--- src/hw/mem_stage_pkg.sv ---
// Shared sizes, opcode encodings, control register map and instruction layout of the memory stage
package mem_stage_pkg;

	// Vector register geometry
	localparam int VECTOR_LANES = 4;
	localparam int VECTOR_BITS = VECTOR_LANES * 32;

	// Line geometry of the on-chip line memory
	localparam int LINE_WORDS = 4;
	localparam int LINE_BYTES = LINE_WORDS * 4;
	localparam int LINE_BITS = LINE_BYTES * 8;

	localparam int STRAND_INDEX_WIDTH = 2;
	localparam int REG_IDX_WIDTH = 5;

	// Line memory depth, indexed by address bits 7:4
	localparam int MEM_LINES = 16;
	localparam int IO_WORDS = 4;

	// Word that replaces a squashed instruction
	localparam logic [31:0] NOP = 32'h0000_0000;

	// Instruction class codes in the top bits of the word
	localparam logic [1:0] FMTC_CLASS = 2'b10;
	localparam logic [3:0] FMTD_CLASS = 4'b1110;

	typedef enum logic [3:0] {
		MEM_B,
		MEM_BX,
		MEM_S,
		MEM_SX,
		MEM_L,
		MEM_SYNC,
		MEM_CONTROL_REG,
		MEM_BLOCK,
		MEM_BLOCK_M,
		MEM_SCGATH,
		MEM_SCGATH_M
	} fmtc_op_t;

	typedef enum logic [2:0] {
		CACHE_DFLUSH,
		CACHE_STBAR,
		CACHE_DINVALIDATE,
		CACHE_IINVALIDATE
	} fmtd_op_t;

	typedef enum logic [4:0] {
		CR_STRAND_ID = 5'd0,
		CR_FAULT_COUNT = 5'd1,
		CR_SCRATCH0 = 5'd8,
		CR_SCRATCH1 = 5'd9,
		CR_SCRATCH2 = 5'd10,
		CR_SCRATCH3 = 5'd11
	} control_register_t;

	// One instruction word seen either as a memory access or as a cache operation
	typedef union packed {
		struct packed {
			logic [1:0] fmt_class;
			logic load;
			fmtc_op_t op;
			logic [24:0] rest;
		} fmtc;
		struct packed {
			logic [3:0] fmt_class;
			fmtd_op_t op;
			logic [24:0] rest;
		} fmtd;
	} instruction_t;

endpackage

--- src/hw/dcache_req_if.sv ---
// Line-memory request bundle between the memory access stage and the line memory
`timescale 1ns/100ps

interface dcache_req_if
	import mem_stage_pkg::*;
	();

	// Line address, byte offset bits dropped
	logic [31 - $clog2(LINE_BYTES):0] addr;
	logic load;
	logic store;
	logic [LINE_BYTES - 1:0] store_mask;
	logic [LINE_BITS - 1:0] store_data;

	modport stage (
		output addr,
		output load,
		output store,
		output store_mask,
		output store_data
	);

	modport mem (
		input addr,
		input load,
		input store,
		input store_mask,
		input store_data
	);

endinterface

--- src/hw/line_memory.sv ---
// Byte-maskable line memory that answers every access, with a registered line read
`timescale 1ns/100ps

module line_memory
	import mem_stage_pkg::*;
	(
	input logic clk,
	input logic reset,
	dcache_req_if.mem req,
	output logic [LINE_BITS - 1:0] read_line
	);

	logic [LINE_BITS - 1:0] lines [MEM_LINES];
	logic [$clog2(MEM_LINES) - 1:0] line_idx;

	// Upper address bits alias onto the same lines
	assign line_idx = req.addr[$clog2(MEM_LINES) - 1:0];

	always_ff @(posedge clk, posedge reset)
	begin
		if (reset)
		begin
			for (int i = 0; i < MEM_LINES; i++)
				lines[i] <= '0;
		end
		else if (req.store)
		begin
			for (int b = 0; b < LINE_BYTES; b++)
			begin
				if (req.store_mask[b])
					lines[line_idx][8 * b +: 8] <= req.store_data[8 * b +: 8];
			end
		end
	end

	// Read line lines up with ma_was_load one cycle later
	always_ff @(posedge clk, posedge reset)
	begin
		if (reset)
			read_line <= '0;
		else if (req.load)
			read_line <= lines[line_idx];
	end

endmodule

--- src/flat_wrapper.sv ---
// flat-port wrapper written by rule: the top's interface ports become plain ports
module line_memory_flat import mem_stage_pkg::*;
  (clk, reset, read_line, req_addr, req_load, req_store, req_store_mask, req_store_data);
  dcache_req_if req_i ();
  input logic clk;
  input logic reset;
  output logic [LINE_BITS - 1:0] read_line;
  input wire logic [$bits(req_i.addr)-1:0] req_addr;
  input wire logic [$bits(req_i.load)-1:0] req_load;
  input wire logic [$bits(req_i.store)-1:0] req_store;
  input wire logic [$bits(req_i.store_mask)-1:0] req_store_mask;
  input wire logic [$bits(req_i.store_data)-1:0] req_store_data;
  assign req_i.addr = req_addr;
  assign req_i.load = req_load;
  assign req_i.store = req_store;
  assign req_i.store_mask = req_store_mask;
  assign req_i.store_data = req_store_data;
  line_memory u_core (.clk(clk), .reset(reset), .req(req_i), .read_line(read_line));
endmodule
--- config.mk ---
export PLATFORM = sky130hd
export DESIGN_NAME = line_memory_flat
export DESIGN_NICKNAME = d
export VERILOG_FILES = /design/src/hw/mem_stage_pkg.sv /design/src/hw/dcache_req_if.sv /design/src/hw/line_memory.sv /design/src/flat_wrapper.sv
export SDC_FILE = /design/constraint.sdc
export NUM_CORES = 2
export LEC_CHECK = 0
export BUFFER_PORTS_ARGS = -buffer_cell sky130_fd_sc_hd__buf_2
export CORE_MARGIN = 8
export CORE_UTILIZATION = 35
export CTS_CLUSTER_DIAMETER = 30
export CTS_CLUSTER_SIZE = 24
export DETAILED_ROUTE_END_ITERATION = 16
export GPL_TIMING_DRIVEN = 1
export SLEW_MARGIN = 15
export SYNTH_ARGS = -nofsm -noshare
export SYNTH_HDL_FRONTEND = slang
export SYNTH_SLANG_ARGS = --single-unit
--- constraint.sdc ---
create_clock -name clk -period 63.7 [get_ports clk]
set_clock_uncertainty 0.1 [all_clocks]
set_input_delay 3.185 -clock clk [delete_from_list [all_inputs] [get_ports clk]]
set_output_delay 3.185 -clock clk [all_outputs]
set_load 0.01 [all_outputs]
==> flow_metrics.py <==
metrics = {
    "setup_path": {
        "critPathBufInv": 5,
        "criticalPathCategory": "primary input to flip-flop",
        "crit_chain": "buf_8 > buf_4 > buf_4 > buf_4 > buf_12 > mux4_2 > o21ai_0 > a31oi_1",
        "path_delay_family": "buffers and inverters",
        "cp_slowest_stage_delay_ns": 0.81,
        "cp_data_required_time_ns": 64.32,
        "cp_common_cell": "buf_4",
        "cp.arrival_ns": 8.10,
        "critPathMaxFanout": 123,
        "critPathLaunchType": "primary input",
        "cp-end-kind": "flip-flop",
        "crit_slowest_cell": "buf_4",
    },
    "power": {
        "p_per_area_nw_per_um2": 40.5,
        "total_power_mw": 4.88,
        "leakagePower_nw": 54.5,
        "ir_drop_uv": 25.2,
    },
    "routing": {
        "wl_per_cell_um": 23.6,
        "wl_met1_um": 117000,
        "top_layer": "met5",
        "wirelength_um": 266000,
        "first_iter_violations": 3427,
        "first_pass_iters": 5,
        "viasPerCell": 5.26,
        "vias": 59251,
        "met3WireLength_um": 13000,
        "drc": 0,
        "ant_nets": 0,
        "wl_met2_um": 127000,
    },
    "clock_tree": {
        "insertion_delay_ns": 0.89,
        "cts_tree": "done",
        "hold_buffers": 0,
        "cts_root_buf": "clkbuf_16",
        "path_clk_slew_ns": 0.05,
        "postCtsResizedCells": 0,
        "htreeDepth": 5,
        "post_cts_buffers": 0,
        "numCtsBuffers": 468,
        "clk_path_buf_depth": 4,
        "cts_sinks": 2176,
    },
    "synth": {
        "syn_avg_cell_area_sq_um": 14.6,
        "ys_seq_elements": 2176,
        "seq_area_frac_synth": 0.552,
        "synth.distinct_cells": 29,
        "synth-adder-area-share": 0,
        "yosys_warnings": 0,
        "synthCells": 6741,
        "synthesis.nets": 6917,
        "synth-compound-area-share": 0.0422,
        "netlist_area_sq_um": 98600,
        "synth_mux_area_frac": 0.341,
        "synth_xor_area_frac": 0,
        "yosys.area_share.simple": 0.0447,
        "synth_top_family_by_area": "multiplexers",
    },
    "timing": {
        "maxSlewHeadroom": 0.232,
        "finalCriticalPeriod_ns": 7.48,
        "finalSetupViolCount": 0,
        "timing_hold_violations_final": 0,
        "tns_ns": 0,
        "tightest_slew_ns": 1.15,
        "drv_slew": 0,
        "fmax_mhz": 134,
        "rsz0062_at_grt": "false",
        "period_share": 0.117,
    },
    "flow_run": {
        "cap_violations": 0,
    },
    "global_route": {
        "grt_first_pass_wirelength_um": 405000,
        "grt_overflow": 0,
        "antenna_found_initial": 37,
        "grt_start_max_net_pins": 192,
        "track_usage": 0.174,
        "grt_pass1_vias": 63901,
    },
    "final_layout": {
        "fillers": 25107,
        "post_route_cells_drive_above_1_share": 0.471,
        "final_cell_count_no_fill": 11275,
        "layout_common_cells": "dfrtp_1, mux2_2, mux2i_1, clkbuf_16, buf_2",
        "mostFrequentLayoutCell": "dfrtp_1",
        "syn_to_final_growth_pct": 22.2,
        "nets": 7309,
    },
    "floorplanning": {
        "dieArea_sq_um": 299000,
        "core-area_sq_um": 281000,
        "initial_core_util": 0.351,
        "rows": 195,
        "die_w_um": 547,
        "io_pins": 304,
        "die_h_um": 547,
    },
    "outcome": {
        "status": "completed",
    },
    "placed_design": {
        "detailed_place_hpwl_um": 164000,
        "io_buffers": 279,
        "placed_cells": 10405,
        "place_congestion": 0.737,
    },
    "hold_path": {
        "hold_class": "flip-flop to flip-flop",
    },
}
## final timing paths
check | from | to | slack (ns) | cells after the start
hold / removal | u_core.lines[396] | u_core.lines[396] | 0.38 | 1
max in group asynchronous | reset | u_core.lines[592] | 56.46 | 7
hold reg to reg | u_core.lines[396] | u_core.lines[396] | 0.38 | 1
setup / recovery | req_addr[0] | u_core.read_line[29] | 56.22 | 8
min in group asynchronous | reset | u_core.lines[178] | 2.32 | 2
setup reg to reg | u_core.lines[1757] | u_core.read_line[93] | 61.90 | 4
## area by class of cell
class	instances	area (sq um)	share of cell area
multi-input combinational	4139	42300	0.351
antenna	9	22.5	0.000187
tap	3743	4680	0.0389
sequential	2176	54500	0.452
timing repair buffer	347	2110	0.0175
inverter	1	7.51	0.0000623
clock buffer	596	13000	0.108
clock inverter	264	3970	0.0329
## metrics by stage
| step | hold slack (ns) | utilization | cell area [sq um] | setup WS (ns) |
|---|---|---|---|---|
| CTS | 0.385 | 0.428 | 120000 | 56.31 |
| finish | 0.381 | 0.428 | 121000 | 56.22 |
| floorplan | 0.353 | - | 98600 | 30.19 |
| detailed placement | 0.374 | 0.368 | 104000 | 55.38 |
| global route | 0.396 | 0.428 | 121000 | 55.74 |
| global placement | 0.362 | 0.368 | 104000 | 55.46 |
## cells by family (layout without fill, tap and decap cells)
family,after synthesis,after routing
buffers and inverters,426,1208
other,0,9
AOI/OAI and AO/OA,640,640
DFF,2176,2176
and+or+nand+nor,555,555
muxes,2944,2944
## synthesized netlist by cell type
master    count  area, sq um
mux2i_1     768         7690
nor2_4      134         1510
mux4_2      128         2880
clkbuf_1    238          893
nand2_8       4         80.1
nand3b_1      2         15.0
buf_6        13          146
and2_1        1         6.26
nand2_4       8         90.1
buf_1        17         63.8
nor2_8       56         1120
buf_4        29          218
o21ai_0     128          641
nor2_1      256          961
nor2_2       68          425
or3b_2        1         8.76
buf_2       128          641
a221oi_1    128         1120
inv_1         1         3.75
nand3_1       1         5.00
nand2_1       2         7.51
a31oi_1     128          801
dfrtp_1    2176        54500
nand3_4       4         70.1
nand2_2      14         87.6
o22ai_1     256         1600
mux2_1       82          923
mux2_2     1966        22100
nor2b_1       4         25.0
## power by group
group | internal (mW) | switching, mW
combinational | 0.297 | 0.246
sequential | 1.65 | 0.134
clock | 1.76 | 0.785
## metal layers
layer,GRT usage,up-vias
li1,-,25912
met1,0.231,31452
met2,0.285,1328
met3,0.0349,549
met4,0.0604,10
met5,0,-
## sequential cells by signal, indices dropped and copies added, names as in the netlist
signal,count
u_core.lines,2048
u_core.read_line,128
(Power assumes the default switching activity.)
