`config.mk`:
```
export PLATFORM = sky130hd
export DESIGN_NAME = io_scratch
export DESIGN_NICKNAME = d
export VERILOG_FILES = /design/src/hw/mem_stage_pkg.sv /design/src/hw/io_scratch.sv
export SDC_FILE = /design/constraint.sdc
export NUM_CORES = 1
export LEC_CHECK = 0
export BUFFER_PORTS_ARGS = -buffer_cell sky130_fd_sc_hd__clkbuf_2
export CAP_MARGIN = 20
export CORE_ASPECT_RATIO = 0.7
export CORE_MARGIN = 2
export CORE_UTILIZATION = 35
export DETAILED_ROUTE_END_ITERATION = 6
export GPL_TIMING_DRIVEN = 0
export PLACE_DENSITY = 0.64
export SETUP_SLACK_MARGIN = 0.1
export SLEW_MARGIN = 0
export SYNTH_ARGS = -nofsm -noshare
export SYNTH_HDL_FRONTEND = slang
export SYNTH_SLANG_ARGS = --single-unit
```
`constraint.sdc`:
```
create_clock -name clk -period 4.7 [get_ports clk]
set_clock_uncertainty 0.15 [all_clocks]
set_input_delay 0.235 -clock clk [delete_from_list [all_inputs] [get_ports clk]]
set_output_delay 0.235 -clock clk [all_outputs]
set_load 0.03 [all_outputs]
```
`src/hw/mem_stage_pkg.sv`:
```
// Shared sizes, opcode encodings, control register map and instruction layout of the memory stage
package mem_stage_pkg;

	// Vector register geometry
	localparam int VECTOR_LANES = 4;
	localparam int VECTOR_BITS = VECTOR_LANES * 32;

	// Line geometry of the on-chip line memory
	localparam int LINE_WORDS = 4;
	localparam int LINE_BYTES = LINE_WORDS * 4;
	localparam int LINE_BITS = LINE_BYTES * 8;

	localparam int STRAND_INDEX_WIDTH = 2;
	localparam int REG_IDX_WIDTH = 5;

	// Line memory depth, indexed by address bits 7:4
	localparam int MEM_LINES = 16;
	localparam int IO_WORDS = 4;

	// Word that replaces a squashed instruction
	localparam logic [31:0] NOP = 32'h0000_0000;

	// Instruction class codes in the top bits of the word
	localparam logic [1:0] FMTC_CLASS = 2'b10;
	localparam logic [3:0] FMTD_CLASS = 4'b1110;

	typedef enum logic [3:0] {
		MEM_B,
		MEM_BX,
		MEM_S,
		MEM_SX,
		MEM_L,
		MEM_SYNC,
		MEM_CONTROL_REG,
		MEM_BLOCK,
		MEM_BLOCK_M,
		MEM_SCGATH,
		MEM_SCGATH_M
	} fmtc_op_t;

	typedef enum logic [2:0] {
		CACHE_DFLUSH,
		CACHE_STBAR,
		CACHE_DINVALIDATE,
		CACHE_IINVALIDATE
	} fmtd_op_t;

	typedef enum logic [4:0] {
		CR_STRAND_ID = 5'd0,
		CR_FAULT_COUNT = 5'd1,
		CR_SCRATCH0 = 5'd8,
		CR_SCRATCH1 = 5'd9,
		CR_SCRATCH2 = 5'd10,
		CR_SCRATCH3 = 5'd11
	} control_register_t;

	// One instruction word seen either as a memory access or as a cache operation
	typedef union packed {
		struct packed {
			logic [1:0] fmt_class;
			logic load;
			fmtc_op_t op;
			logic [24:0] rest;
		} fmtc;
		struct packed {
			logic [3:0] fmt_class;
			fmtd_op_t op;
			logic [24:0] rest;
		} fmtd;
	} instruction_t;

endpackage

```
`src/hw/io_scratch.sv`:
```
// Memory-mapped IO device of word registers, written on a strobe and read combinationally
`timescale 1ns/100ps

module io_scratch
	import mem_stage_pkg::*;
	(
	input logic clk,
	input logic reset,
	input logic io_read_en,
	input logic io_write_en,
	input logic [31:0] io_address,
	input logic [31:0] io_write_data,
	output logic [31:0] io_read_data
	);

	logic [31:0] regs [IO_WORDS];
	logic [$clog2(IO_WORDS) - 1:0] reg_sel;

	// Word registers at consecutive word addresses
	assign reg_sel = io_address[$clog2(IO_WORDS) + 1:2];

	always_ff @(posedge clk, posedge reset)
	begin
		if (reset)
		begin
			for (int i = 0; i < IO_WORDS; i++)
				regs[i] <= '0;
		end
		else if (io_write_en)
			regs[reg_sel] <= io_write_data;
	end

	assign io_read_data = io_read_en ? regs[reg_sel] : 32'h0000_0000;

endmodule

```
==> impl_metrics.xml <==
<?xml version="1.0" encoding="UTF-8"?>
<metrics>
  <group name="final_layout">
    <metric name="registers.top_by_ff_count" unit="">regs</metric>
    <metric name="num-fill-cells" unit="">1396</metric>
    <metric name="instances_no_fill" unit="">718</metric>
    <metric name="syn_to_final_growth" unit="%">26.89</metric>
    <metric name="finalCoreUtilization" unit="%">46.02</metric>
    <metric name="layout.cell_area.non_filler" unit="mm2">0.007221</metric>
    <metric name="layout-drive-gt1-share" unit="%">48.26</metric>
    <metric name="largestRegisters" unit="">regs x128</metric>
    <metric name="largest_register_ff_count" unit="">128</metric>
    <metric name="finish.net_count" unit="">574</metric>
    <metric name="antenna_cells_inserted" unit="">0</metric>
  </group>
  <group name="synth">
    <metric name="synthDistinctLibCells" unit="">15</metric>
    <metric name="mappedNetlistArea" unit="mm2">0.005690</metric>
    <metric name="synth.top_cell.area_share" unit="%">56.29</metric>
    <metric name="synth.net_count" unit="">453</metric>
    <metric name="yosys.area.top_type" unit="">dfrtp_1</metric>
    <metric name="synth_warnings" unit="">0</metric>
    <metric name="seq_area_frac_synth" unit="%">56.29</metric>
    <metric name="synthesis.instances" unit="">385</metric>
    <metric name="synth_top_cells_by_area" unit="">dfrtp_1 (56%), mux2_2 (25%), mux2i_1 (11%)</metric>
    <metric name="synth.avg_cell_area" unit="um2">14.78</metric>
    <metric name="synth_seq_cells" unit="">128</metric>
  </group>
  <group name="clock_network">
    <metric name="cts-root-to-sink-buffers" unit="">2</metric>
    <metric name="post_cts.resized_instances" unit="">0</metric>
    <metric name="numClockSinks" unit="">128</metric>
    <metric name="cts_tree" unit="">built</metric>
    <metric name="cts_made_buffers" unit="">17</metric>
    <metric name="h-tree-depth" unit="">4</metric>
    <metric name="clk_latency" unit="ns">0.41</metric>
    <metric name="clk_root_buffer_cell" unit="">clkbuf_16</metric>
    <metric name="clock_pin_slew_on_the_worst_setup_and_hold_paths" unit="ns">0.05</metric>
    <metric name="cts_hold_buffers" unit="">33</metric>
    <metric name="postCtsSetupRepairBufs" unit="">0</metric>
  </group>
  <group name="worst_setup_path">
    <metric name="critical_path_class" unit="">primary input to output pin</metric>
    <metric name="crit_arrival" unit="ns">1.70</metric>
    <metric name="start_kind" unit="">primary input</metric>
    <metric name="reg2reg_slack" unit="ns">3.78</metric>
    <metric name="r2r_start" unit="">regs[25]</metric>
    <metric name="critical_path.max_fanout" unit="">10</metric>
    <metric name="worst-r2r-cell-count" unit="">1</metric>
    <metric name="setup.worst_path.end_class" unit="">output pin</metric>
    <metric name="critical_path_required" unit="ns">4.32</metric>
    <metric name="timing.rr.end" unit="">regs[25]</metric>
  </group>
  <group name="die">
    <metric name="boundary_pin_count" unit="">100</metric>
    <metric name="vertical_extent_of_the_die" unit="um">110.7</metric>
    <metric name="initial_core_util" unit="%">36.27</metric>
    <metric name="fp.coreArea" unit="mm2">0.01569</metric>
    <metric name="die_w" unit="um">156.4</metric>
    <metric name="core.rowCount" unit="">38</metric>
    <metric name="dieArea" unit="mm2">0.01731</metric>
  </group>
  <group name="global_routing">
    <metric name="globalRoute.totalOverflow" unit="">0</metric>
    <metric name="antenna_found_initial" unit="">0</metric>
    <metric name="wire_length_of_the_first_global_routing_pass" unit="um">21020</metric>
    <metric name="grt_start_max_net_pins" unit="">107</metric>
    <metric name="groute.usage.overall" unit="%">16.14</metric>
    <metric name="grt_pass1_vias" unit="">3956</metric>
  </group>
  <group name="run_status">
    <metric name="outcome" unit="">complete, no violations</metric>
  </group>
  <group name="placed_design">
    <metric name="dpl_cell_area" unit="mm2">0.006314</metric>
    <metric name="buffer_ports.inserted" unit="">68</metric>
    <metric name="hpwlAfterDp" unit="um">8867</metric>
    <metric name="place_inst" unit="">654</metric>
    <metric name="gp_congestion" unit="">0.7730</metric>
    <metric name="dpl_worst_slack" unit="ns">2.652</metric>
  </group>
  <group name="sta">
    <metric name="fin_crit_sh" unit="%">44.44</metric>
    <metric name="timing.slew.headroom" unit="%">55.81</metric>
    <metric name="finalHoldViolations" unit="">0</metric>
    <metric name="setup_viol_count_final" unit="">0</metric>
    <metric name="rsz0062_at_grt" unit="">no</metric>
    <metric name="timing.hold.ws" unit="ns">0.1662</metric>
    <metric name="finalWorstSetupSlack" unit="ns">2.611</metric>
    <metric name="finalSetupTns" unit="ns">0</metric>
    <metric name="achievable-frequency" unit="MHz">478.8</metric>
    <metric name="period_minus_slack" unit="ns">2.089</metric>
    <metric name="tightestPinTransition" unit="ns">0.6629</metric>
    <metric name="slew_violations" unit="">0</metric>
  </group>
  <group name="power">
    <metric name="combinationalPowerShare" unit="%">17.9</metric>
    <metric name="total_leakage_power" unit="nW">3.290</metric>
    <metric name="cellInternalPower" unit="mW">2.400</metric>
    <metric name="totalPowerFinal" unit="mW">3.270</metric>
    <metric name="power-per-cell-area" unit="mW/mm2">452.8</metric>
    <metric name="netSwitchingPower" unit="mW">0.8695</metric>
    <metric name="sequentialPowerShare" unit="%">43.3</metric>
    <metric name="worst_ir_drop_vdd" unit="mV">0.2173</metric>
    <metric name="clockPowerShare" unit="%">38.8</metric>
    <metric name="switching_share" unit="%">26.59</metric>
  </group>
  <group name="route">
    <metric name="drtIter0Drc" unit="">139</metric>
    <metric name="drc" unit="">0</metric>
    <metric name="dr.pass1.iters" unit="">4</metric>
    <metric name="route.final.wire_length" unit="um">13130</metric>
    <metric name="drt.antenna.violating_nets" unit="">0</metric>
    <metric name="wl_per_cell" unit="um">18.28</metric>
    <metric name="detail_route.vias_per_cell" unit="">5.010</metric>
    <metric name="vias" unit="">3597</metric>
  </group>
  <group name="run">
    <metric name="max_cap_violations" unit="">0</metric>
  </group>
  <group name="min_path">
    <metric name="class_of_the_tightest_hold_or_removal_check" unit="">primary input to asynchronous set/reset pin</metric>
  </group>
</metrics>
## critical path: stages
cell,delay [ns]
clkbuf_2,0.16
nand2b_1,0.23
buf_1,0.54
o22ai_1,0.28
clkbuf_2,0.25
## cell families after synthesis
| kind of cell | share of synthesized area [%] |
|---|---|
| flops | 56.29 |
| buf+inv | 2.858 |
| compound gates | 3.518 |
| mux | 36.59 |
| simple gates | 0.7474 |
## power by group through the flow
stage / Combinational (mW) / Sequential [mW] / Clock (mW)
5_1_grt: 0.636 / 1.44 / 1.36
2_1_floorplan: 0.432 / 1.40 / 0
3_5_place_dp: 0.569 / 1.43 / 0
3_3_place_gp: 0.546 / 1.42 / 0
6_report: 0.586 / 1.42 / 1.27
4_1_cts: 0.594 / 1.41 / 1.30
## cell usage after synthesis (all sizes together)
library cell,instances
buf,22
clkbuf,4
dfrtp,128
inv,1
mux2,128
mux2i,64
nand2,1
nand2b,1
nand3,1
nand3b,2
nor3b,1
o22ai,32
## worst max path at each step
stage / start / to / cells after the start
after detailed placement: io_address[2] / io_read_data[1] / 5
after global placement: reset / regs[69] / 2
after CTS: io_address[2] / io_read_data[1] / 5
after floorplan: reset / regs[0] / 1
final: io_address[2] / io_read_data[1] / 5
after global routing: io_address[2] / io_read_data[1] / 5
## per-layer routing
layer | global-route usage [%] | up-vias | wire length, um | share of wire, %
met3 | 4.535 | 12 | 534 | 4.1
li1 | - | 1664 | - | -
met2 | 24.70 | 65 | 6077 | 46
met5 | 0 | - | 0 | 0
met1 | 21.79 | 1856 | 6318 | 48
met4 | 6.116 | 0 | 195 | 1.5
## placed cells by master, fill, tap and decap left out
cell type,instances
clkbuf_16,17
buf_1,2
dfrtp_1,128
clkinv_4,2
buf_6,3
buf_16,1
buf_4,7
mux2i_1,64
bufinv_16,2
clkbuf_2,68
inv_6,3
mux2_2,128
clkinv_2,4
clkbuf_8,1
o22ai_1,32
nand2b_1,1
clkbuf_1,4
clkinvlp_4,3
nand2_1,1
nand3b_1,2
nand3_1,1
buf_2,10
dlygate4sd3_1,33
nor3b_2,1
## layout make-up
| cell class | instances | area, um2 | area share (%) |
|---|---|---|---|
| Timing Repair Buffer | 102 | 698.2 | 9.669 |
| Clock buffer | 18 | 439.2 | 6.082 |
| Clock inverter | 13 | 137.6 | 1.906 |
| Multi-Input combinational cell | 230 | 2325 | 32.20 |
| Buffer | 26 | 158.9 | 2.201 |
| Inverter | 1 | 8.758 | 0.1213 |
| Sequential cell | 128 | 3203 | 44.36 |
| Tap cell | 200 | 250.2 | 3.466 |
Note: power is estimated with default switching activity, not from simulation.
