### config.mk
export PLATFORM = sky130hd
export DESIGN_NAME = control_regs
export DESIGN_NICKNAME = d
export VERILOG_FILES = /design/src/hw/mem_stage_pkg.sv /design/src/hw/control_regs.sv
export SDC_FILE = /design/constraint.sdc
export NUM_CORES = 1
export LEC_CHECK = 0
export BUFFER_PORTS_ARGS = -buffer_cell sky130_fd_sc_hd__buf_4
export CAP_MARGIN = 30
export CORE_ASPECT_RATIO = 0.5
export CORE_MARGIN = 10
export CORE_UTILIZATION = 25
export DETAILED_ROUTE_END_ITERATION = 6
export PLACE_DENSITY = 0.5
export SYNTH_ARGS = -nofsm -noshare
export SYNTH_HDL_FRONTEND = slang
export SYNTH_SLANG_ARGS = --single-unit
export TNS_END_PERCENT = 50
### constraint.sdc
create_clock -name clk -period 12.2 [get_ports clk]
set_input_delay 1.83 -clock clk [delete_from_list [all_inputs] [get_ports clk]]
set_output_delay 1.83 -clock clk [all_outputs]
set_load 0.005 [all_outputs]
### src/hw/mem_stage_pkg.sv
// Shared sizes, opcode encodings, control register map and instruction layout of the memory stage
package mem_stage_pkg;

	// Vector register geometry
	localparam int VECTOR_LANES = 4;
	localparam int VECTOR_BITS = VECTOR_LANES * 32;

	// Line geometry of the on-chip line memory
	localparam int LINE_WORDS = 4;
	localparam int LINE_BYTES = LINE_WORDS * 4;
	localparam int LINE_BITS = LINE_BYTES * 8;

	localparam int STRAND_INDEX_WIDTH = 2;
	localparam int REG_IDX_WIDTH = 5;

	// Line memory depth, indexed by address bits 7:4
	localparam int MEM_LINES = 16;
	localparam int IO_WORDS = 4;

	// Word that replaces a squashed instruction
	localparam logic [31:0] NOP = 32'h0000_0000;

	// Instruction class codes in the top bits of the word
	localparam logic [1:0] FMTC_CLASS = 2'b10;
	localparam logic [3:0] FMTD_CLASS = 4'b1110;

	typedef enum logic [3:0] {
		MEM_B,
		MEM_BX,
		MEM_S,
		MEM_SX,
		MEM_L,
		MEM_SYNC,
		MEM_CONTROL_REG,
		MEM_BLOCK,
		MEM_BLOCK_M,
		MEM_SCGATH,
		MEM_SCGATH_M
	} fmtc_op_t;

	typedef enum logic [2:0] {
		CACHE_DFLUSH,
		CACHE_STBAR,
		CACHE_DINVALIDATE,
		CACHE_IINVALIDATE
	} fmtd_op_t;

	typedef enum logic [4:0] {
		CR_STRAND_ID = 5'd0,
		CR_FAULT_COUNT = 5'd1,
		CR_SCRATCH0 = 5'd8,
		CR_SCRATCH1 = 5'd9,
		CR_SCRATCH2 = 5'd10,
		CR_SCRATCH3 = 5'd11
	} control_register_t;

	// One instruction word seen either as a memory access or as a cache operation
	typedef union packed {
		struct packed {
			logic [1:0] fmt_class;
			logic load;
			fmtc_op_t op;
			logic [24:0] rest;
		} fmtc;
		struct packed {
			logic [3:0] fmt_class;
			fmtd_op_t op;
			logic [24:0] rest;
		} fmtd;
	} instruction_t;

endpackage

### src/hw/control_regs.sv
// Control register bank with scratch registers, a fault counter and the strand ID view
`timescale 1ns/100ps

module control_regs
	import mem_stage_pkg::*;
	(
	input logic clk,
	input logic reset,
	input control_register_t cr_index,
	input logic cr_read_en,
	input logic cr_write_en,
	input logic [31:0] cr_write_value,
	input logic [STRAND_INDEX_WIDTH - 1:0] cr_strand,
	input logic fault_seen,
	output logic [31:0] cr_read_value
	);

	logic [31:0] scratch [CR_SCRATCH3 - CR_SCRATCH0 + 1];
	logic [31:0] fault_count;
	logic is_scratch;
	logic [1:0] scratch_sel;

	assign is_scratch = cr_index >= CR_SCRATCH0 && cr_index <= CR_SCRATCH3;
	assign scratch_sel = 2'(cr_index - CR_SCRATCH0);

	always_ff @(posedge clk, posedge reset)
	begin
		if (reset)
		begin
			for (int i = 0; i <= CR_SCRATCH3 - CR_SCRATCH0; i++)
				scratch[i] <= '0;
			fault_count <= '0;
		end
		else
		begin
			if (cr_write_en && is_scratch)
				scratch[scratch_sel] <= cr_write_value;
			// One count per cycle with a reported fault
			if (fault_seen)
				fault_count <= fault_count + 32'd1;
		end
	end

	always_comb
	begin
		if (!cr_read_en)
			cr_read_value = '0;
		else if (cr_index == CR_STRAND_ID)
			cr_read_value = 32'(cr_strand);
		else if (cr_index == CR_FAULT_COUNT)
			cr_read_value = fault_count;
		else if (is_scratch)
			cr_read_value = scratch[scratch_sel];
		else
			cr_read_value = '0;
	end

endmodule

==> metrics, run 1 <==
leading area contributor after synthesis=dfrtp_1; Max IR drop VDD=roughly 0.000098 V; GRT overflow=0; Static Leak=between 4 and 5 nW; starting density of the core=0.254; DRT antenna net count=0; Internal=0.00108 W; CP max stage cell=mux4_2; period utilization=0.446; DRC viols=0; number of max-cap violations=0; PostCTS Resize Cnt=0; DIE HEIGHT=roughly 140 um; DR WL/cell=around 18 um; vias in the first global route=approximately 4900; Async SR Flop Fraction=1.00; Logic pwr share=0.144; RSZ-0062 raised after global routing=false; Fin Clk Skew=between 0.01 and 0.015 ns; die width=approximately 260 um; core area=approximately 29000 um2; Rows=44; area share of the largest cell type after synthesis=0.540; ANT cells=0; port bufs=75; via count=between 4000 and 5000; register area share after synthesis=0.540; first-pass GRT wire length=roughly 29 mm; First DRT Iteration DRCs=around 250; most used flip-flop cell after synthesis=dfrtp_1; via-per-instance ratio=about 4.6; Root Buffer=clkbuf_16; Reg clk slew, reported paths=0.06 ns; largest cells by area after synthesis=dfrtp_1, mux2_2, mux4_2; Pre-antenna DRT Iters=4; R2R setup slack=a little over 10 ns; switching power=roughly 0.00035 W; setup ws final=roughly 6.8 ns; total detailed-routing wirelength=18.3 mm; area grow syn2layout=22.1%; Total GRT Usage=0.0994; hold buffers post-CTS=0; Unique masters post-synth=30; Seq pwr share=0.473; antenna violations before repair=0; Post-synth top cells=dfrtp_1, mux2_2, nor2_1; crit-path max cell delay=~0.64 ns; Yosys reg bits=between 150 and 200; Critical Path AT=~3.6 ns; post-layout min period=about 5.4 ns; Worst R2R Start=fault_count[0]$_DFFE_PP0P_; fin nets=approximately 630; clock power share=0.383; final estimated routing congestion in global placement=0.721; die area=37300 um2; startpoint types=input pin; Mapped Cells=515; critical path depth=5; setup slack after placement=around 6.5 ns; Final HPWL DP=approximately 12 mm; most used cell, CP=buf_4; Slew @ Worst Pin=0.847 ns; number of CTS-inserted buffers=17; post-route setup TNS=0 ns; worst-skew pair later-pin latency=0.42 ns; hold crit path type=reg -> reg; Setup Fix Bufs, Post-CTS=0; Post-synth EDFFs=0; Buf/Inv on CP=2; Crit. End Element=primary output; Final Hold Vio Count=0; status=finished clean; Sw Share=0.247; final setup fails=0; kind of critical path=in -> out; Top Family by Delay on Critical Path=buffers and inverters; TritonCTS clock tree=yes; layout cell share with drive strength beyond 1=0.466; max_slew headroom=0.433; YS warnings=0; Max Fclk=~180 MHz; most common cell in the netlist=dfrtp_1; I/O pin count=76; H-Tree Depth=4; syn nets=560; Worst Reg-to-Reg Cells=5; syn avg cell area=14.4 um2; fin. max-slew vios=0; CP Cell Sequence=buf_4 > mux4_2 > a22oi_1 > nor2_1 > buf_4; reg2reg end=fault_count[30]$_DFFE_PP0P_; mapped cell area=7410 um2; critical path endpoint=cr_read_value[5]; Critical Path Fanout Max=38; Pwr per Cell Area=158 nW/um2; Required @ worst endpoint=10.37 ns; CP startpoint=cr_index[0]; pin count of the biggest net entering global routing=85; Clock Path Buffers=2; clock sink count=160; Hold Slack=about 0.49 ns
through the flow:
stage	util	cell area [um2]	instances	total power [W]
detailed placement	0.289	8410	959	0.000893
floorplan	-	7410	515	0.000826
CTS	0.310	9020	991	0.00145
finish	0.311	9050	992	0.00143
global placement	0.288	8380	958	0.000883
global route	0.311	9050	992	0.00150
logic make-up (layout without fill, tap and decap cells):
kind of cell / after synthesis / in the layout / synth area share
fa+ha+maj: 1 / 1 / 0.00169
compound gates: 36 / 36 / 0.0351
mux: 161 / 161 / 0.293
buf+inv: 35 / 121 / 0.0230
xor+xnor: 31 / 31 / 0.0366
flops: 160 / 160 / 0.540
simple gates: 91 / 91 / 0.0699
final cells by class:
type | count | area, um2
fillers | 2870 | 20100
flip-flops and latches | 160 | 4000
multi-input cells | 320 | 3250
repair buffers | 85 | 678
well taps | 391 | 489
clock buffers | 22 | 484
clock inverters | 10 | 125
inverters | 4 | 20.0
sequential cells by signal, summed over array words and instances, names as in the netlist:
signal	count
scratch	128
fault_count	32
layout by cell type (no fill, tap or decap), types with 3 or more instances in the layout:
cell type / Yosys / layout
inv_1: 4 / 3
buf_4: 4 / 83
inv_6: 0 / 4
nand2_1: 8 / 8
clkbuf_8: 0 / 4
xnor2_1: 24 / 24
mux2_2: 125 / 125
mux4_2: 32 / 32
nand3_1: 9 / 9
clkinv_4: 0 / 3
clkbuf_16: 0 / 17
nand4_1: 15 / 15
nor2_1: 36 / 36
a22oi_1: 32 / 32
nor4_1: 4 / 4
mux2_1: 4 / 4
dfrtp_1: 160 / 160
and3_1: 5 / 5
xor2_1: 7 / 7
worst min path at each step:
stage	start	slack (ns)	endpoint	cells past startpoint
2_1_floorplan	fault_count[31]$_DFFE_PP0P_	0.45	fault_count[31]$_DFFE_PP0P_	1
3_3_place_gp	scratch[23]$_DFFE_PP0P_	0.47	scratch[23]$_DFFE_PP0P_	1
3_5_place_dp	scratch[119]$_DFFE_PP0P_	0.48	scratch[119]$_DFFE_PP0P_	1
4_1_cts	scratch[119]$_DFFE_PP0P_	0.49	scratch[119]$_DFFE_PP0P_	1
5_1_grt	scratch[119]$_DFFE_PP0P_	0.50	scratch[119]$_DFFE_PP0P_	1
6_report	scratch[119]$_DFFE_PP0P_	0.49	scratch[119]$_DFFE_PP0P_	1
per-layer routing:
layer,vias to the layer above,global-route usage,share of wire
met2,40,0.181,0.53
met1,2452,0.116,0.44
li1,2068,-,-
met3,15,0.0218,0.021
met4,0,0.0274,0.010
met5,-,0,0
power by group through the flow:
stage	clock [W]	sequential [W]	combinational, W
final	0.000547	0.000676	0.000206
after floorplan	0	0.000669	0.000156
after detailed placement	0	0.000686	0.000208
after global routing	0.000584	0.000689	0.000228
after CTS	0.000562	0.000676	0.000209
after global placement	0	0.000683	0.000201
Power figures use the tool's default switching activity.
==> run 2, diff against run 1 <==
==> constraint.sdc (replaced) <==
create_clock -name clk -period 5.1 [get_ports clk]
set_input_delay 0.765 -clock clk [delete_from_list [all_inputs] [get_ports clk]]
set_output_delay 0.765 -clock clk [all_outputs]
set_load 0.005 [all_outputs]
==> run 2 against run 1 <==
Global-route usage is essentially flat. Worst setup slack lost 5.0 ns. Die area is the same. Register-to-register slack lost 7.1 ns. Routed wire length shrank 0.37%. Hold slack lost 0.0019 ns. Flip-flop and latch count is the same. Sequential power grew 140%. Critical path type unchanged.
==> metrics, run 2 (synthesized netlist as in run 1, its figures left out) <==
post-layout min period=around 3.3 ns; Reg clk slew, reported paths=0.06 ns (about the same); commonest non-fill, non-tap cell in the layout=dfrtp_1; total detailed-routing wirelength=18.3 mm (-0.37%); Sw Share=0.249 (+0.00187); RSZ-0062 raised after global routing=false; fin nets=633 (unchanged); Required @ worst endpoint=4.34 ns (-6.03 ns); DRC viols=0 (unchanged); largest reg by FF count=scratch; final instance area=9060 um2 (+0.12%); dpl cell area=8430 um2 (+0.18%); final estimated routing congestion in global placement=0.722 (+0.15%); Hold Slack=0.487 ns (-0.00188 ns); number of CTS-inserted buffers=17 (unchanged); Seq pwr share=0.465 (-0.008); pin count of the biggest net entering global routing=90 (+5.9%); post-layout util=0.311 (+0.000387); via count=4603 (+0.61%); core area=29100 um2 (unchanged); switching power=0.000868 W (+150%); Crit. End Element=primary output; via-per-instance ratio=4.64 (+0.61%); Total GRT Usage=0.0996 (+0.000145); ANT cells=0 (unchanged); PostCTS Resize Cnt=0 (unchanged); hold crit path type=in -> async; Critical Path Fanout Max=38 (unchanged); period utilization=0.647; starting density of the core=0.254 (unchanged); clock power share=0.394 (+0.011); Internal=0.00262 W (+140%); Pwr per Cell Area=385 nW/um2 (+140%); H-Tree Depth=4 (unchanged); Setup Fix Bufs, Post-CTS=0 (unchanged); Critical Path AT=2.54 ns (-1.07 ns); worst-skew pair later-pin latency=0.42 ns (about the same); Placed Cells=960 (+0.10%); max FFs per register=128 (unchanged); kind of critical path=in -> out; commonest non-fill, non-tap cells in the layout=dfrtp_1, mux2_2, buf_4; GRT overflow=0 (unchanged); Rows=44 (unchanged); Root Buffer=clkbuf_16; status=finished clean; first-pass GRT wire length=29.4 mm (+0.50%); biggest regs=scratch: 128 flops, fault_count: 32 flops; DRT antenna net count=0 (unchanged); final setup fails=0 (unchanged); startpoint types=input pin; antenna violations before repair=0 (unchanged); Final Hold Vio Count=0 (unchanged); Final HPWL DP=12.0 mm (+1.5%); clock sink count=160 (unchanged); port bufs=75 (unchanged); max_slew headroom=0.438 (+0.00457); vias in the first global route=5010 (+1.9%); Static Leak=4.04 nW (+0.16%); Slew @ Worst Pin=0.843 ns (-0.00410 ns); DIE HEIGHT=142 um (unchanged); TritonCTS clock tree=yes; number of max-cap violations=0 (unchanged); area grow syn2layout=22.3%; final std cells w/o fill=992 (unchanged); First DRT Iteration DRCs=304 (+24%); die area=37300 um2 (unchanged); I/O pin count=76 (unchanged); R2R setup slack=3.18 ns (-7.12 ns); DR WL/cell=18.4 um (-0.37%); Pre-antenna DRT Iters=4 (unchanged); hold buffers post-CTS=0 (unchanged); Fin Clk Skew=0.0113 ns (-0.0000704 ns); post-route setup TNS=0 ns (unchanged); fin. max-slew vios=0 (unchanged); die width=263 um (unchanged); Max IR drop VDD=0.000220 V (+120%); Max Fclk=~300 MHz; Logic pwr share=0.141 (-0.003); Clock Path Buffers=2 (unchanged); layout cell share with drive strength beyond 1=0.468 (+0.00166)
[run 2: cell types whose count changed in the layout (fill, tap and decap cells not counted), sizes merged]
cell | before | now
clkbuf | 22 | 17
inv | 7 | 8
bufinv | 2 | 4
clkinv | 4 | 6
[run 2: through the flow]
stage | power (W) | setup slack [ns]
global route | 0.00365 | 1.56
CTS | 0.00352 | 1.73
finish | 0.00349 | 1.80
global placement | 0.00211 | 1.46
detailed placement | 0.00214 | 1.73
floorplan | 0.00198 | 0.0151
[run 2: power by group through the flow]
| stage | clock network [W] | logic [W] | registers, W |
|---|---|---|---|
| after global placement | 0 | 0.000480 | 0.00163 |
| after floorplan | 0 | 0.000374 | 0.00160 |
| final | 0.00137 | 0.000491 | 0.00162 |
| after global routing | 0.00146 | 0.000539 | 0.00165 |
| after CTS | 0.00140 | 0.000500 | 0.00162 |
| after detailed placement | 0 | 0.000499 | 0.00164 |
[run 2: final cells by class]
class	instances	area (um2)
Timing Repair Buffer	85	666
Clock buffer	17	425
Multi-Input combinational cell	320	3250
Tap cell	391	489
Inverter	4	20.0
Fill cell	2893	20100
Clock inverter	15	208
Sequential cell	160	4000
[run 2: per-layer routing]
| metal | vias up | wire length [um] | track usage |
|---|---|---|---|
| met2 | 55 | 9320 | 0.173 |
| li1 | 2062 | - | - |
| met5 | - | 0 | 0 |
| met4 | 0 | 235 | 0.0298 |
| met1 | 2474 | 8140 | 0.120 |
| met3 | 12 | 556 | 0.0249 |
[run 2: path summary, 6_finish.rpt]
path | startpoint | end | cells after the start
max reg2reg | fault_count[0]$_DFFE_PP0P_ | fault_count[30]$_DFFE_PP0P_ | 5
min in group clk | scratch[24]$_DFFE_PP0P_ | scratch[24]$_DFFE_PP0P_ | 1
min | reset | scratch[28]$_DFFE_PP0P_ | 2
max | cr_index[0] | cr_read_value[22] | 6
min reg2reg | scratch[24]$_DFFE_PP0P_ | scratch[24]$_DFFE_PP0P_ | 1
max in group asynchronous | reset | scratch[89]$_DFFE_PP0P_ | 3
[run 2: worst max-delay path: stages]
cell and delay (ns):
buf_4 0.59, nand2b_1 0.27, nand2_1 0.32, buf_16 0.28, nor2_1 0.16, buf_4 0.14
==> run 3, diff against run 2 <==
--- a/config.mk
+++ b/config.mk
@@ -5,6 +5,7 @@
 export SDC_FILE = /design/constraint.sdc
 export NUM_CORES = 1
 export LEC_CHECK = 0
+export ABC_AREA = 1
 export BUFFER_PORTS_ARGS = -buffer_cell sky130_fd_sc_hd__buf_4
 export CAP_MARGIN = 30
 export CORE_ASPECT_RATIO = 0.5
==> constraint.sdc (replaced) <==
create_clock -name clk -period 3.2 [get_ports clk]
set_input_delay 0.48 -clock clk [delete_from_list [all_inputs] [get_ports clk]]
set_output_delay 0.48 -clock clk [all_outputs]
set_load 0.005 [all_outputs]
==> run 3 against run 2 <==
Hold slack got worse by 0.18 ns. Cell count increased by 46%. Flip-flop and latch count unchanged. Die area rose by 2.4%. Final area is 2.1% higher. Power rose by 55%. Synthesized area increased by 2.7%. Sequential share of layout area shrank 0.90 points. Clock skew decreased by 0.0048 ns. Clock-buffer cell count unchanged. Largest power group unchanged.
==> metrics, run 3 <==
DR WL/cell=16.0 um (-13%); largest reg by FF count=scratch; port bufs=75 (unchanged); Slew @ Worst Pin=0.601 ns (-0.242 ns); Final HPWL DP=16.6 mm (+39%); I/O pin count=76 (unchanged); Placed Cells=1415 (+47%); die width=267 um (+1.2%); Worst Hold Launch=fault_seen; kind of critical path=in -> out; most used flip-flop cell after synthesis=dfrtp_1; Unique masters post-synth=26 (-13%); Rows=45 (+2.3%); Root Buffer=clkbuf_16; simple-gate share of the synthesized area=0.271 (+0.201); commonest non-fill, non-tap cells in the layout=nand2_1, dfrtp_1, o21ai_0; via-per-instance ratio=4.52 (-2.7%); DRC viols=0 (unchanged); die area=38200 um2 (+2.4%); hold crit path type=in -> reg; Top Usage Layer GRT=met2; mapped cell area=7610 um2 (+2.7%); number of max-cap violations=0 (unchanged); Pre-antenna DRT Iters=5 (+1); Mapped Cells=970 (+88%); post-synthesis compound-gate area fraction=0.109 (+0.0740); total detailed-routing wirelength=23.1 mm (+27%); Post-synth top cells=nand2_1, dfrtp_1, o21ai_0; area share of the largest cell type after synthesis=0.526 (-0.0143); Static Leak=4.33 nW (+7.1%); post-layout min period=about 2.6 ns; max FFs per register=128 (unchanged); Post-synth EDFFs=0 (unchanged); Total GRT Usage=0.123 (+0.0232); GR met2 Demand/Resource=0.216 (+0.0429); leading area contributor after synthesis=dfrtp_1; Worst R2R Start=fault_count[0]$_DFFE_PP0P_; post-synthesis mux area share=0.00148 (-0.292); syn nets=1015 (+81%); overall power=0.00542 W (+55%); worst-skew pair later-pin latency=0.42 ns (about the same); H-Tree Depth=4 (unchanged); dpl cell area=8630 um2 (+2.4%); Reg clk slew, reported paths=0.06 ns (about the same); TritonCTS clock tree=yes; largest family of logic cells by synthesized area=simple AND/OR/NAND/NOR gates; Critical Path AT=2.09 ns (-0.45 ns); post-route setup TNS=0 ns (unchanged); fin nets=1081 (+71%); starting density of the core=0.252 (-0.00223); met3 Resource Use GR=0.0169 (-0.00806); area grow syn2layout=21.5%; Async SR Flop Fraction=1.00 (unchanged); clock sink count=160 (unchanged); Pwr per Cell Area=586 nW/um2 (+52%); XOR/XNOR Fraction of Synth Area=0.0253 (-0.0113); Final Hold Vio Count=0 (unchanged); RSZ-0062 raised after global routing=false; final estimated routing congestion in global placement=0.832 (+15%); Fin Clk Skew=0.00650 ns (-0.00481 ns); Setup Fix Bufs, Post-CTS=0 (unchanged); post-synthesis adder-cell area fraction=0.00164 (-0.0000447); hold buffers post-CTS=1 (+1); first-pass GRT wire length=37.3 mm (+27%); final std cells w/o fill=1447 (+46%); period utilization=0.803; YS warnings=0 (unchanged); final setup fails=0 (unchanged); DIE HEIGHT=143 um (+1.2%); biggest regs=scratch: 128 flops, fault_count: 32 flops; Clock Path Buffers=2 (unchanged); Max Fclk=between 300 and 400 MHz; antenna violations before repair=0 (unchanged); GRT overflow=0 (unchanged); Yosys reg bits=160 (unchanged); via count=6536 (+42%); number of CTS-inserted buffers=17 (unchanged); First DRT Iteration DRCs=523 (+72%); most common cell in the netlist=nand2_1; ANT cells=0 (unchanged); Crit. End Element=primary output; vias in the first global route=6524 (+30%); Required @ worst endpoint=2.72 ns (-1.62 ns); register area share after synthesis=0.526 (-0.0143); syn avg cell area=7.85 um2 (-45%); layout cell share with drive strength beyond 1=0.133 (-0.335); Hold Slack=0.311 ns (-0.176 ns); startpoint types=input pin; DRT antenna net count=0 (unchanged); routing usage on met1=0.155 (+0.0343); CP startpoint=cr_index[2]; final instance area=9250 um2 (+2.1%); pin count of the biggest net entering global routing=88 (-2.2%); PostCTS Resize Cnt=0 (unchanged); status=finished clean; core area=30200 um2 (+3.6%); max_slew headroom=0.599 (+0.161); Max IR drop VDD=0.000347 V (+58%); fin. max-slew vios=0 (unchanged); Critical Path Fanout Max=32 (-16%); commonest non-fill, non-tap cell in the layout=nand2_1; largest cells by area after synthesis=dfrtp_1, nand2_1, o21ai_0
## run 3: cell types whose count changed after synthesis, moves of 32 or more
cell / delta
inv_1: +68
mux2_2: -124
o21ai_0: +129
mux4_2: -32
a22oi_1: -32
nand2_1: +376
a21oi_1: +32
## run 3: per-stage QoR
stage	util	setup slack [ns]
global placement	0.286	0.601
floorplan	-	0.691
global route	0.306	0.478
finish	0.306	0.631
CTS	0.306	0.620
detailed placement	0.286	0.626
## run 3: logic make-up after synthesis
family	Yosys count
AO/OA/AOI/OAI	166
XOR/XNOR	22
adder cells (fa/ha/maj)	1
buffers and inverters	121
flip-flops	160
multiplexers	1
AND/OR/NAND/NOR	499
## run 3: final timing paths
path,to,depth (start not counted),slack (ns)
max reg2reg,fault_count[28]$_DFFE_PP0P_,8,1.48
max,cr_read_value[22],7,0.63
max in group asynchronous,scratch[27]$_DFFE_PP0P_,4,1.98
min reg2reg,scratch[30]$_DFFE_PP0P_,2,0.49
min,fault_count[0]$_DFFE_PP0P_,2,0.31
min in group asynchronous,scratch[48]$_DFFE_PP0P_,3,0.51
## run 3: critical path: stages
cell and delay [ns]:
buf_4 0.11, nor2_1 0.29, nand3_1 0.16, inv_2 0.47, nand2_1 0.12, a21oi_1 0.27
buf_4 0.16
## run 3: where the power goes
part / switching [W] / internal, W / leakage, nW / total [W]
Sequential: 0.000238 / 0.00236 / 2.07 / 0.00260
Clock: 0.000891 / 0.00124 / 0.290 / 0.00213
Combinational: 0.000402 / 0.000283 / 1.97 / 0.000685
## run 3: cell type report
type | instances | area (um2)
Fill cell | 3238 | 20900
Tap cell | 399 | 499
Clock buffer | 17 | 425
Sequential cell | 160 | 4000
Inverter | 75 | 285
Timing Repair Buffer | 93 | 738
Multi-Input combinational cell | 689 | 3110
Clock inverter | 14 | 184
## run 3: metal layers
layer / vias to the layer above / share of wire
met5: - / 0
met4: 0 / 0.015
met3: 23 / 0.029
met2: 130 / 0.50
met1: 3142 / 0.46
li1: 3241 / -
